### config.mk
export PLATFORM = sky130hd
export DESIGN_NAME = objMotionTop
export DESIGN_NICKNAME = d
export VERILOG_FILES = /design/src/common/objMotionPkg.sv /design/src/hdl/objMotionTop.sv /design/src/hdl/boxPixelHit.sv /design/src/objMotion/objPosGen.sv /design/src/objMotion/jumpProfile.sv /design/src/hdl/apbRegBank.sv
export VERILOG_INCLUDE_DIRS = /design/src /design/src/common
export SDC_FILE = /design/constraint.sdc
export NUM_CORES = 1
export LEC_CHECK = 0
export BUFFER_PORTS_ARGS = -buffer_cell sky130_fd_sc_hd__buf_2
export CAP_MARGIN = 40
export CORE_MARGIN = 10
export CORE_UTILIZATION = 55
export CTS_CLUSTER_SIZE = 12
export DETAILED_ROUTE_END_ITERATION = 10
export PLACE_DENSITY_LB_ADDON = 0.25
export SYNTH_ARGS = -nofsm -noshare
export SYNTH_HDL_FRONTEND = slang
export SYNTH_HIERARCHICAL = 1
export SYNTH_SLANG_ARGS = --single-unit
### constraint.sdc
create_clock -name iClk -period 7.3 [get_ports iClk]
set_input_delay 0.365 -clock iClk [delete_from_list [all_inputs] [get_ports iClk]]
set_output_delay 0.365 -clock iClk [all_outputs]
set_load 0.005 [all_outputs]
### src/common/objMotion_settings.svh
//----------------------------
// sprite motion settings
// coordinate and gain widths, register map, reset geometry
//----------------------------
`ifndef OBJ_MOTION_SETTINGS_SVH
`define OBJ_MOTION_SETTINGS_SVH

// screen coordinate widths, positions are one bit wider and signed
`define H_WIDTH 11
`define V_WIDTH 11

// step and jump speed widths, stored one bit wider and signed
`define BASIC_GAIN_WIDTH 3
`define DASH_GAIN_WIDTH 4
`define JYRO_WIDTH 4

// APB bus
`define APB_AW 8
`define APB_DW 32

// word offsets
`define REG_CTRL 0
`define REG_START 1
`define REG_SIZE 2
`define REG_DISPLAY 3
`define REG_GAIN 4
`define REG_JUMP 5
`define REG_STAT_X 6 // left / right, read only
`define REG_STAT_Y 7 // top / under, read only

// power-up geometry, gains come up zero
`define RST_DISP_W 640
`define RST_DISP_H 480
`define RST_START_X 0
`define RST_START_Y 448
`define RST_SIZE_X 32
`define RST_SIZE_Y 32

`endif
### src/common/objMotionPkg.sv
//----------------------------
// sprite motion shared types
//----------------------------
`include "objMotion_settings.svh"

package objMotionPkg;

	//----------------------------
	// frame-static configuration
	//----------------------------
	typedef struct packed {
		logic [`H_WIDTH-1:0] dispW; // screen width
		logic [`V_WIDTH-1:0] dispH; // screen height, landing line
		logic signed [`H_WIDTH:0] startX;
		logic signed [`V_WIDTH:0] startY;
		logic [`H_WIDTH-1:0] sizeX; // never negative
		logic [`V_WIDTH-1:0] sizeY;
		logic signed [`BASIC_GAIN_WIDTH:0] basicGainX;
		logic signed [`BASIC_GAIN_WIDTH:0] basicGainY;
		logic signed [`DASH_GAIN_WIDTH:0] dashGain;
		logic signed [`V_WIDTH:0] jumpPeak; // climb height
		logic signed [`JYRO_WIDTH:0] jumpGain; // launch speed
		logic signed [`JYRO_WIDTH:0] jyroMax; // fall speed cap
		logic signed [`JYRO_WIDTH:0] jyroMin; // rise speed floor
		logic [5:0] jumpPeriod; // frames per speed step, minus one
	} objCfgT;

	// movement commands, left is bit 0
	typedef struct packed {
		logic restart; // self-clearing
		logic jump;
		logic dash;
		logic down;
		logic up;
		logic right;
		logic left;
	} moveCmdT;

	// bounding box, right and under are exclusive
	typedef struct packed {
		logic signed [`H_WIDTH:0] left;
		logic signed [`H_WIDTH:0] right;
		logic signed [`V_WIDTH:0] top;
		logic signed [`V_WIDTH:0] under;
	} objBoxT;

	typedef struct packed {
		logic active;
		logic peakPassed; // falling half
		logic signed [`V_WIDTH:0] speed; // pixels per frame
	} jumpStateT;

	// reset configuration, no motion until software sets gains
	localparam objCfgT cfgRst = '{
		dispW: `RST_DISP_W,
		dispH: `RST_DISP_H,
		startX: `RST_START_X,
		startY: `RST_START_Y,
		sizeX: `RST_SIZE_X,
		sizeY: `RST_SIZE_Y,
		default: '0
	};

endpackage

### src/hdl/objMotionTop.sv
`timescale 1ns/10ps
`include "objMotion_settings.svh"
//----------------------------
// sprite motion top
// APB regs, jump profile, position and pixel hit
//----------------------------
module objMotionTop
(
	input logic iClk,
	input logic arstN,
	input logic frameEnd, // from video timing
	// APB slave
	input logic [`APB_AW-1:0] paddr,
	input logic psel,
	input logic penable,
	input logic pwrite,
	input logic [`APB_DW-1:0] pwdata,
	output logic [`APB_DW-1:0] prdata,
	output logic pready,
	output logic pslverr,
	// raster
	input logic [`H_WIDTH-1:0] pixelX,
	input logic [`V_WIDTH-1:0] pixelY,
	output logic hit,
	output objMotionPkg::objBoxT box // current box
);
	import objMotionPkg::*;

	objCfgT cfg;
	moveCmdT cmd;
	jumpStateT jump;

	// register side
	apbRegBank regBank_i (.*);

	// motion core, both step on frameEnd
	jumpProfile jumpProfile_i (.*);
	objPosGen posGen_i (.*);

	// raster side
	boxPixelHit pixelHit_i (.*);

endmodule

### src/hdl/boxPixelHit.sv
`timescale 1ns/10ps
`include "objMotion_settings.svh"
//----------------------------
// box pixel hit
// registered inside-box test for the raster pixel
//----------------------------
module boxPixelHit
(
	input logic iClk,
	input logic arstN,
	input logic [`H_WIDTH-1:0] pixelX,
	input logic [`V_WIDTH-1:0] pixelY,
	input objMotionPkg::objBoxT box,
	output logic hit
);

	logic signed [`H_WIDTH:0] px; // raster is never negative
	logic signed [`V_WIDTH:0] py;
	logic inX;
	logic inY;

	assign px = $signed({1'b0, pixelX});
	assign py = $signed({1'b0, pixelY});

	// left/top inclusive, right/under exclusive
	assign inX = (px >= box.left) && (px < box.right);
	assign inY = (py >= box.top) && (py < box.under);

	// one stage, a pixel per clock
	always_ff @(posedge iClk or negedge arstN)
	begin
		if (!arstN)
		begin
			hit <= 1'b0;
		end
		else
		begin
			hit <= inX & inY;
		end
	end

endmodule

### src/objMotion/objPosGen.sv
`timescale 1ns/10ps
`include "objMotion_settings.svh"
//----------------------------
// object position generator
// per-frame box update for walk, dash and jump
//----------------------------
module objPosGen
(
	input logic iClk,
	input logic arstN,
	input logic frameEnd,
	input objMotionPkg::objCfgT cfg,
	input objMotionPkg::moveCmdT cmd,
	input objMotionPkg::jumpStateT jump,
	output objMotionPkg::objBoxT box
);
	import objMotionPkg::*;

	// start box, size extended by a zero sign bit
	function automatic objBoxT startBox(input objCfgT c);
		objBoxT b;
		b.left = c.startX;
		b.right = c.startX + $signed({1'b0, c.sizeX});
		b.top = c.startY;
		b.under = c.startY + $signed({1'b0, c.sizeY});
		return b;
	endfunction

	localparam objBoxT boxRst = startBox(cfgRst);

	objBoxT initBox; // start box from the live config
	logic signed [`H_WIDTH:0] xStep;
	logic signed [`V_WIDTH:0] yStep;
	logic signed [`V_WIDTH:0] dispH;
	logic signed [`V_WIDTH:0] underNext;
	logic moveLeft;
	logic moveRight;
	logic moveUp;
	logic moveDown;
	logic landing;

	assign initBox = startBox(cfg);

	//----------------------------
	// step selection
	//----------------------------
	assign xStep = cmd.dash ? $signed(cfg.dashGain) : $signed(cfg.basicGainX);
	assign yStep = $signed(cfg.basicGainY);

	// one direction only, both or none holds still
	assign moveLeft = cmd.left & ~cmd.right;
	assign moveRight = cmd.right & ~cmd.left;
	assign moveUp = cmd.up & ~cmd.down;
	assign moveDown = cmd.down & ~cmd.up;

	// same floor test as the jump profile
	assign dispH = $signed({1'b0, cfg.dispH});
	assign underNext = box.under + jump.speed;
	assign landing = jump.active & jump.peakPassed & (underNext > dispH);

	//----------------------------
	// box registers
	//----------------------------
	always_ff @(posedge iClk or negedge arstN)
	begin
		if (!arstN)
		begin
			box <= boxRst;
		end
		else if (frameEnd)
		begin
			if (cmd.restart)
			begin
				box <= initBox; // whole start box
			end
			else
			begin
				// horizontal
				if (moveLeft)
				begin
					box.left <= box.left - xStep;
					box.right <= box.right - xStep;
				end
				else if (moveRight)
				begin
					box.left <= box.left + xStep;
					box.right <= box.right + xStep;
				end

				// vertical, up/down ignored in the air
				if (landing)
				begin
					box.top <= initBox.top; // back to start row
					box.under <= initBox.under;
				end
				else if (jump.active && !jump.peakPassed)
				begin
					box.top <= box.top - jump.speed; // rising
					box.under <= box.under - jump.speed;
				end
				else if (jump.active)
				begin
					box.top <= box.top + jump.speed; // falling
					box.under <= box.under + jump.speed;
				end
				else if (moveUp)
				begin
					box.top <= box.top - yStep;
					box.under <= box.under - yStep;
				end
				else if (moveDown)
				begin
					box.top <= box.top + yStep;
					box.under <= box.under + yStep;
				end
			end
		end
	end

endmodule

### src/objMotion/jumpProfile.sv
`timescale 1ns/10ps
`include "objMotion_settings.svh"
//----------------------------
// jump profile
// jump state and vertical speed, stepped once per frame
//----------------------------
module jumpProfile
(
	input logic iClk,
	input logic arstN,
	input logic frameEnd,
	input objMotionPkg::objCfgT cfg,
	input objMotionPkg::moveCmdT cmd,
	input objMotionPkg::objBoxT box, // for the landing test
	output objMotionPkg::jumpStateT jump
);

	logic signed [`V_WIDTH:0] budget; // height left to climb
	logic signed [`V_WIDTH:0] budgetNext;
	logic [5:0] updCnt; // frames since last speed step
	logic updTick;
	logic signed [`V_WIDTH:0] initSpeed;
	logic signed [`V_WIDTH:0] minSpeed;
	logic signed [`V_WIDTH:0] maxSpeed;
	logic signed [`V_WIDTH:0] dispH;
	logic signed [`V_WIDTH:0] underNext;
	logic landing;

	// sign extend the narrow limits to speed width
	assign initSpeed = $signed(cfg.jumpGain);
	assign minSpeed = $signed(cfg.jyroMin);
	assign maxSpeed = $signed(cfg.jyroMax);
	assign dispH = $signed({1'b0, cfg.dispH});

	assign budgetNext = budget - jump.speed;
	assign updTick = (updCnt == cfg.jumpPeriod);

	// only while falling, the start row sits on the floor
	assign underNext = box.under + jump.speed;
	assign landing = jump.active & jump.peakPassed & (underNext > dispH);

	//----------------------------
	// jump FSM and speed
	//----------------------------
	always_ff @(posedge iClk or negedge arstN)
	begin
		if (!arstN)
		begin
			jump <= '0;
			budget <= '0;
			updCnt <= '0;
		end
		else if (frameEnd)
		begin
			if (cmd.restart || landing)
			begin
				jump.active <= 1'b0; // back on the ground
				jump.peakPassed <= 1'b0;
			end
			else if (!jump.active)
			begin
				if (cmd.jump)
				begin
					jump.active <= 1'b1; // launch
					jump.peakPassed <= 1'b0;
					jump.speed <= initSpeed;
					budget <= cfg.jumpPeak;
					updCnt <= '0;
				end
			end
			else
			begin
				// climb until the budget goes negative
				if (!jump.peakPassed)
				begin
					budget <= budgetNext;
					jump.peakPassed <= budgetNext[`V_WIDTH];
				end

				if (updTick)
				begin
					updCnt <= '0;
					if (!jump.peakPassed)
					begin
						if (jump.speed != minSpeed)
						begin
							jump.speed <= jump.speed - 1; // slow the rise
						end
					end
					else if (jump.speed != maxSpeed)
					begin
						jump.speed <= jump.speed + 1; // speed up the fall
					end
				end
				else
				begin
					updCnt <= updCnt + 1'b1;
				end
			end
		end
	end

endmodule

### src/hdl/apbRegBank.sv
`timescale 1ns/10ps
`include "objMotion_settings.svh"
//----------------------------
// APB register bank
// sprite config, move commands and box status words
//----------------------------
module apbRegBank
(
	input logic iClk,
	input logic arstN,
	input logic [`APB_AW-1:0] paddr,
	input logic psel,
	input logic penable,
	input logic pwrite,
	input logic [`APB_DW-1:0] pwdata,
	output logic [`APB_DW-1:0] prdata,
	output logic pready,
	output logic pslverr,
	input logic frameEnd, // consumes restart
	output objMotionPkg::objCfgT cfg,
	output objMotionPkg::moveCmdT cmd,
	input objMotionPkg::objBoxT box
);
	import objMotionPkg::*;

	logic [`APB_AW-3:0] wordIdx;
	logic access; // APB access phase
	logic mapped;
	logic readOnly;
	logic wrEn;
	logic [`APB_DW-1:0] rdWord;

	assign wordIdx = paddr[`APB_AW-1:2];
	assign access = psel & penable;
	assign readOnly = (wordIdx == `REG_STAT_X) || (wordIdx == `REG_STAT_Y);
	assign wrEn = access & pwrite & mapped & ~readOnly;

	assign pready = 1'b1; // no wait states
	assign pslverr = access & (~mapped | (pwrite & readOnly));
	assign prdata = access ? rdWord : '0;

	//----------------------------
	// read mux and map decode
	//----------------------------
	always_comb
	begin
		rdWord = '0;
		mapped = (paddr[1:0] == 2'b00); // word aligned only
		case (wordIdx)
			`REG_CTRL: rdWord[$bits(moveCmdT)-1:0] = cmd;
			`REG_START:
			begin
				rdWord[`H_WIDTH:0] = cfg.startX;
				rdWord[16+:`V_WIDTH+1] = cfg.startY;
			end
			`REG_SIZE:
			begin
				rdWord[`H_WIDTH-1:0] = cfg.sizeX;
				rdWord[16+:`V_WIDTH] = cfg.sizeY;
			end
			`REG_DISPLAY:
			begin
				rdWord[`H_WIDTH-1:0] = cfg.dispW;
				rdWord[16+:`V_WIDTH] = cfg.dispH;
			end
			`REG_GAIN:
			begin
				rdWord[`BASIC_GAIN_WIDTH:0] = cfg.basicGainX;
				rdWord[8+:`BASIC_GAIN_WIDTH+1] = cfg.basicGainY;
				rdWord[16+:`DASH_GAIN_WIDTH+1] = cfg.dashGain;
				rdWord[24+:6] = cfg.jumpPeriod;
			end
			`REG_JUMP:
			begin
				rdWord[`V_WIDTH:0] = cfg.jumpPeak;
				rdWord[16+:`JYRO_WIDTH+1] = cfg.jumpGain;
				rdWord[21+:`JYRO_WIDTH+1] = cfg.jyroMax;
				rdWord[26+:`JYRO_WIDTH+1] = cfg.jyroMin;
			end
			`REG_STAT_X:
			begin
				rdWord[`H_WIDTH:0] = box.left; // live box
				rdWord[16+:`H_WIDTH+1] = box.right;
			end
			`REG_STAT_Y:
			begin
				rdWord[`V_WIDTH:0] = box.top;
				rdWord[16+:`V_WIDTH+1] = box.under;
			end
			default: mapped = 1'b0;
		endcase
	end

	//----------------------------
	// configuration registers
	//----------------------------
	always_ff @(posedge iClk or negedge arstN)
	begin
		if (!arstN)
		begin
			cfg <= cfgRst;
		end
		else if (wrEn)
		begin
			case (wordIdx)
				`REG_START:
				begin
					cfg.startX <= pwdata[`H_WIDTH:0];
					cfg.startY <= pwdata[16+:`V_WIDTH+1];
				end
				`REG_SIZE:
				begin
					cfg.sizeX <= pwdata[`H_WIDTH-1:0];
					cfg.sizeY <= pwdata[16+:`V_WIDTH];
				end
				`REG_DISPLAY:
				begin
					cfg.dispW <= pwdata[`H_WIDTH-1:0];
					cfg.dispH <= pwdata[16+:`V_WIDTH];
				end
				`REG_GAIN:
				begin
					cfg.basicGainX <= pwdata[`BASIC_GAIN_WIDTH:0];
					cfg.basicGainY <= pwdata[8+:`BASIC_GAIN_WIDTH+1];
					cfg.dashGain <= pwdata[16+:`DASH_GAIN_WIDTH+1];
					cfg.jumpPeriod <= pwdata[24+:6];
				end
				`REG_JUMP:
				begin
					cfg.jumpPeak <= pwdata[`V_WIDTH:0];
					cfg.jumpGain <= pwdata[16+:`JYRO_WIDTH+1];
					cfg.jyroMax <= pwdata[21+:`JYRO_WIDTH+1];
					cfg.jyroMin <= pwdata[26+:`JYRO_WIDTH+1];
				end
				default: ; // ctrl has its own register
			endcase
		end
	end

	// command bits, a new write beats the restart clear
	always_ff @(posedge iClk or negedge arstN)
	begin
		if (!arstN)
		begin
			cmd <= '0;
		end
		else if (wrEn && (wordIdx == `REG_CTRL))
		begin
			cmd <= moveCmdT'(pwdata[$bits(moveCmdT)-1:0]);
		end
		else if (frameEnd)
		begin
			cmd.restart <= 1'b0; // used by this frame
		end
	end

endmodule

==> metrics.md <==
| Metric | Value |
|---|---|
| Status | completed |
| Final clock skew | between 0.015 and 0.02 ns |
| CTS sink cnt | approximately 200 |
| Max cap viols | 0 |
| Portion of the post-synthesis area used by sequential elements | between 20 and 30% |
| Post-route minimum period | ~5.4 ns |
| Measured slew at the worst slew-check pin | a little over 0.9 ns |
| Aggregate global routing overflow | 0 |
| Number of global-route vias before repair | 15,890 |
| Buffers on Ports | between 100 and 150 |
| Highest-count cells in the layout ignoring fill and taps | sky130_fd_sc_hd__ha_1, sky130_fd_sc_hd__dfrtp_1, sky130_fd_sc_hd__inv_1, sky130_fd_sc_hd__a21oi_1, sky130_fd_sc_hd__nand2_1 |
| Kind of capture point of the worst setup path | flop |
| CTS root buffer | sky130_fd_sc_hd__clkbuf_16 |
| Worst slew margin | between 30 and 40% |
| Cell chain of the critical path | inv_1 -> ha_1 -> nand2_1 -> ha_1 -> o21ai_0 -> nor2_1 -> a22oi_1 -> nor4b_4 -> and2_1 -> a21oi_1 -> o21ai_0 -> o21ai_0 -> ha_1 -> and3_1 -> a21oi_1 -> o21ai_0 -> o41a_1 -> xor2_1 -> nor4b_4 -> a211o_1 |
| Maximum clock insertion buffer count | 3 |
| Worst path arrival time | 5.84 ns |
| FF+latch count, synth | around 200 |
| Tightest Hold Check Type | primary input to flop |
| Mapped Cells | 2,017 |
| Cell area after technology mapping | ~18,000 µm² |
| 1st-iter DRT viols | 1,603 |
| CTS tree | built |
| Post-synthesis to final-layout area growth | 10.5% |
| Initial Utilization | ~56% |
| Worst voltage drop across the vdd grid | ~0.25 mV |
| Switching portion of total power | a little under half |
| Number of flops mapped to enable cells by yosys | 0 |
| Pwr per Cell Area | ~380 nW/µm² |
| Number of H-tree levels | 1 |
| Fill cell total of the finished layout | 2,824 |
| Total via count in the routed design | roughly 16,000 |
| CTS buffer count | 24 |
| Final setup fails | 0 |
| Die Span X | about 200 µm |
| CP dominant cell by count | sky130_fd_sc_hd__o21ai_0 |
| Most common library cell in the layout ignoring fill and taps | sky130_fd_sc_hd__ha_1 |
| Post-synth ARST share | 100% |
| Routability congestion estimate from global placement | approximately 0.95 |
| Number of antenna violations at the first check in global routing | 2 |
| Netlist cell types | between 100 and 150 |
| Net switching component of the power | ~3.5 mW |
| Clock network fraction of total power | between 10% and 20% |
| Final routed wirelength across all metal layers | 60.7 mm |
| Kind of start point of the critical path | flop |
| Dpl ws | ~2 ns |
| Leak Pwr | 9.37 nW |
| DRC errors left | 0 |
| Met1 layer usage reported by global route | around 37% |
| Most used flip-flop cell after synthesis | sky130_fd_sc_hd__dfrtp_1 |
| Reg-to-reg setup timing slack | 1.87 ns |
| Final routed wire length divided by cell count | approximately 23 µm |
| Initial DRT Pass Iterations | 8 |
| Most congested layer reported by global routing | met2 |
| Unrepaired setup endpoints after global routing | false |
| Final ANT Viol Nets | 0 |
| Total Die Area | about 41,000 µm² |
| Area leader, netlist | sky130_fd_sc_hd__dfrtp_1 |
| Final net count | 2,397 |
| DPL Wire Length | ~46 mm |
| Mean Syn Cell Area | 9.04 µm² |
| Setup slack of the critical path after layout | roughly 1.9 ns |
| CTS clock-pin slew for the worst setup and hold paths | roughly 0.06 ns |
| I/O pins | roughly 150 |
| Delay contributed by the slowest stage of the critical path | roughly 0.56 ns |
| Via count normalized by instance count | between 6 and 7 |
| GRT Resource Usage Total | between 20% and 30% |
| Crit path required time | between 7 and 8 ns |
| Post-CTS setup buffer count | 0 |
| Accumulated negative setup slack | 0 ns |
| Max Slew Vio Count | 0 |
| Core region area | around 33,000 µm² |
| Met2 track demand over resource | 46.3% |
| Row cnt | 66 |
| Crit Path Max Fanout | 10 |
| Upper clock frequency limit | 184 MHz |
| Met3 usage | approximately 4.6% |
| Leading post-synthesis cells by cell area | sky130_fd_sc_hd__dfrtp_1, sky130_fd_sc_hd__ha_1, sky130_fd_sc_hd__mux2_2, sky130_fd_sc_hd__a21oi_1, sky130_fd_sc_hd__xnor2_1 |
| Internal power of the cells | between 4 and 5 mW |
| Die height | slightly above 200 µm |
| Global-route wire length before repair | roughly 92 mm |
| Relative contribution of sequential cells to total power | roughly 23% |
| Worst Setup Path Type | flop to flop |
| Area share of the largest cell type after synthesis | about a quarter |
| Final Cycle Share | between 70% and 80% |
| Count of yosys warnings during synthesis | 6 |
| Skew-Pair Late Insertion Delay | around 0.54 ns |
| Critical Path Slowest Stage Cell | sky130_fd_sc_hd__dfrtp_1 |
| Final Hold Fails | 0 |
| Portion of total power attributed to combinational logic | around three fifths |
| Pin count of the biggest net entering global routing | between 100 and 150 |
| Proportion of layout cells with a drive suffix above 1 | between 10% and 20% |
-- cells in the mapped netlist (11+ instances only) --
library cell,n
sky130_fd_sc_hd__ha_1,193
sky130_fd_sc_hd__dfrtp_1,183
sky130_fd_sc_hd__a21oi_1,165
sky130_fd_sc_hd__inv_1,165
sky130_fd_sc_hd__nand2_1,139
sky130_fd_sc_hd__nor2_1,126
sky130_fd_sc_hd__o21ai_0,121
sky130_fd_sc_hd__mux2_2,115
sky130_fd_sc_hd__xnor2_1,75
sky130_fd_sc_hd__xor2_1,48
sky130_fd_sc_hd__nor3_1,47
sky130_fd_sc_hd__mux2i_1,46
sky130_fd_sc_hd__clkbuf_1,42
sky130_fd_sc_hd__nand3_1,34
sky130_fd_sc_hd__a21o_1,30
sky130_fd_sc_hd__nor2b_1,30
sky130_fd_sc_hd__a22oi_1,22
sky130_fd_sc_hd__a31oi_1,19
sky130_fd_sc_hd__dfstp_2,19
sky130_fd_sc_hd__nand2b_1,19
sky130_fd_sc_hd__a211oi_1,18
sky130_fd_sc_hd__and3_1,18
sky130_fd_sc_hd__buf_2,16
sky130_fd_sc_hd__nand4_1,14
sky130_fd_sc_hd__o21bai_1,13
sky130_fd_sc_hd__o211ai_1,12
sky130_fd_sc_hd__fa_1,11
sky130_fd_sc_hd__mux2_4,11
sky130_fd_sc_hd__o21a_1,11
sky130_fd_sc_hd__or3_1,11
-- stage by stage --
step	hold slack, ns	power (mW)	util (%)	std cells	cell area (µm²)
2_1_floorplan	0.0694	4.82	-	2021	18200
3_3_place_gp	0.480	6.05	59.0	2536	19200
3_5_place_dp	0.488	6.18	59.1	2540	19300
4_1_cts	0.0510	7.50	61.7	2585	20100
5_1_grt	0.0589	8.14	61.7	2585	20100
6_report	0.0669	7.56	61.8	2587	20100
-- cell families (layout without fill, tap and decap cells) --
logic type	count (synthesis)	in the layout	synth area share, %
AOI/OAI and AO/OA	532	532	19.1
and+or+nand+nor	516	516	14.6
buffers and inverters	250	372	5.82
adders and majority gates	204	204	14.5
DFF	202	202	27.9
muxes	187	187	12.1
xor gates and xnor gates	124	124	6.00
other	2	8	0.0412
-- power groups by stage --
stage | sequential, mW | combinational, mW | clock, mW
global placement | 1.73 | 4.31 | 0
detailed placement | 1.74 | 4.44 | 0
CTS | 1.72 | 4.48 | 1.30
finish | 1.73 | 4.54 | 1.29
global route | 1.75 | 5.05 | 1.34
floorplan | 1.49 | 3.33 | 0
-- critical path: cells and delay by family (launching register included) --
kind | cells | cell delay (ns)
AO/OA/AOI/OAI | 9 | 2.08
flip-flops | 1 | 0.56
adder cells (fa/ha/maj) | 3 | 1.08
buffers and inverters | 1 | 0.24
XOR/XNOR | 1 | 0.16
AND/OR/NAND/NOR | 6 | 1.18
-- state kept, by name, indices dropped and copies added (netlist names) --
register              count
jumpProfile_i/updCnt      6
jumpProfile_i/jump       14
posGen_i/box             48
regBank_i/cmd             7
regBank_i/cfg           114
jumpProfile_i/budget     12
pixelHit_i/hit            1
-- layer usage --
| metal | up-vias | share of wire [%] |
|---|---|---|
| li1 | 7503 | - |
| met1 | 7974 | 42 |
| met2 | 736 | 46 |
| met3 | 159 | 7.5 |
| met4 | 2 | 5.0 |
| met5 | - | 0.021 |
-- cell type report --
cell class / count / area [µm²] / share of cell area, %
clock inverters: 9 / 156 / 0.776
repair buffers: 163 / 895 / 4.44
flip-flops and latches: 202 / 5080 / 25.2
clock buffers: 35 / 692 / 3.43
well taps: 442 / 553 / 2.75
multi-input cells: 1569 / 12100 / 60.3
diodes: 2 / 5.00 / 0.0248
inverters: 165 / 619 / 3.07
-- path summary, 6_finish.rpt --
check                                        startpoint  cells after the start                 endpoint
worst max-delay path                  regBank_i/cfg[38]                     20         posGen_i/box[23]
worst min-delay path                         pwdata[30]                      2        regBank_i/cfg[10]
worst max register to register        regBank_i/cfg[38]                     20         posGen_i/box[23]
worst min register to register  jumpProfile_i/budget[3]                      1  jumpProfile_i/budget[3]
max in group asynchronous                         arstN                      3         regBank_i/cmd[6]
min in group asynchronous                         arstN                      2         posGen_i/box[21]
-- what timing repair did --
action	CTS	global route
gates resized for setup	0	0
hold buffers	1	0
endpoints found under the hold margin	47	0
Note: power is estimated with default switching activity, not from simulation.
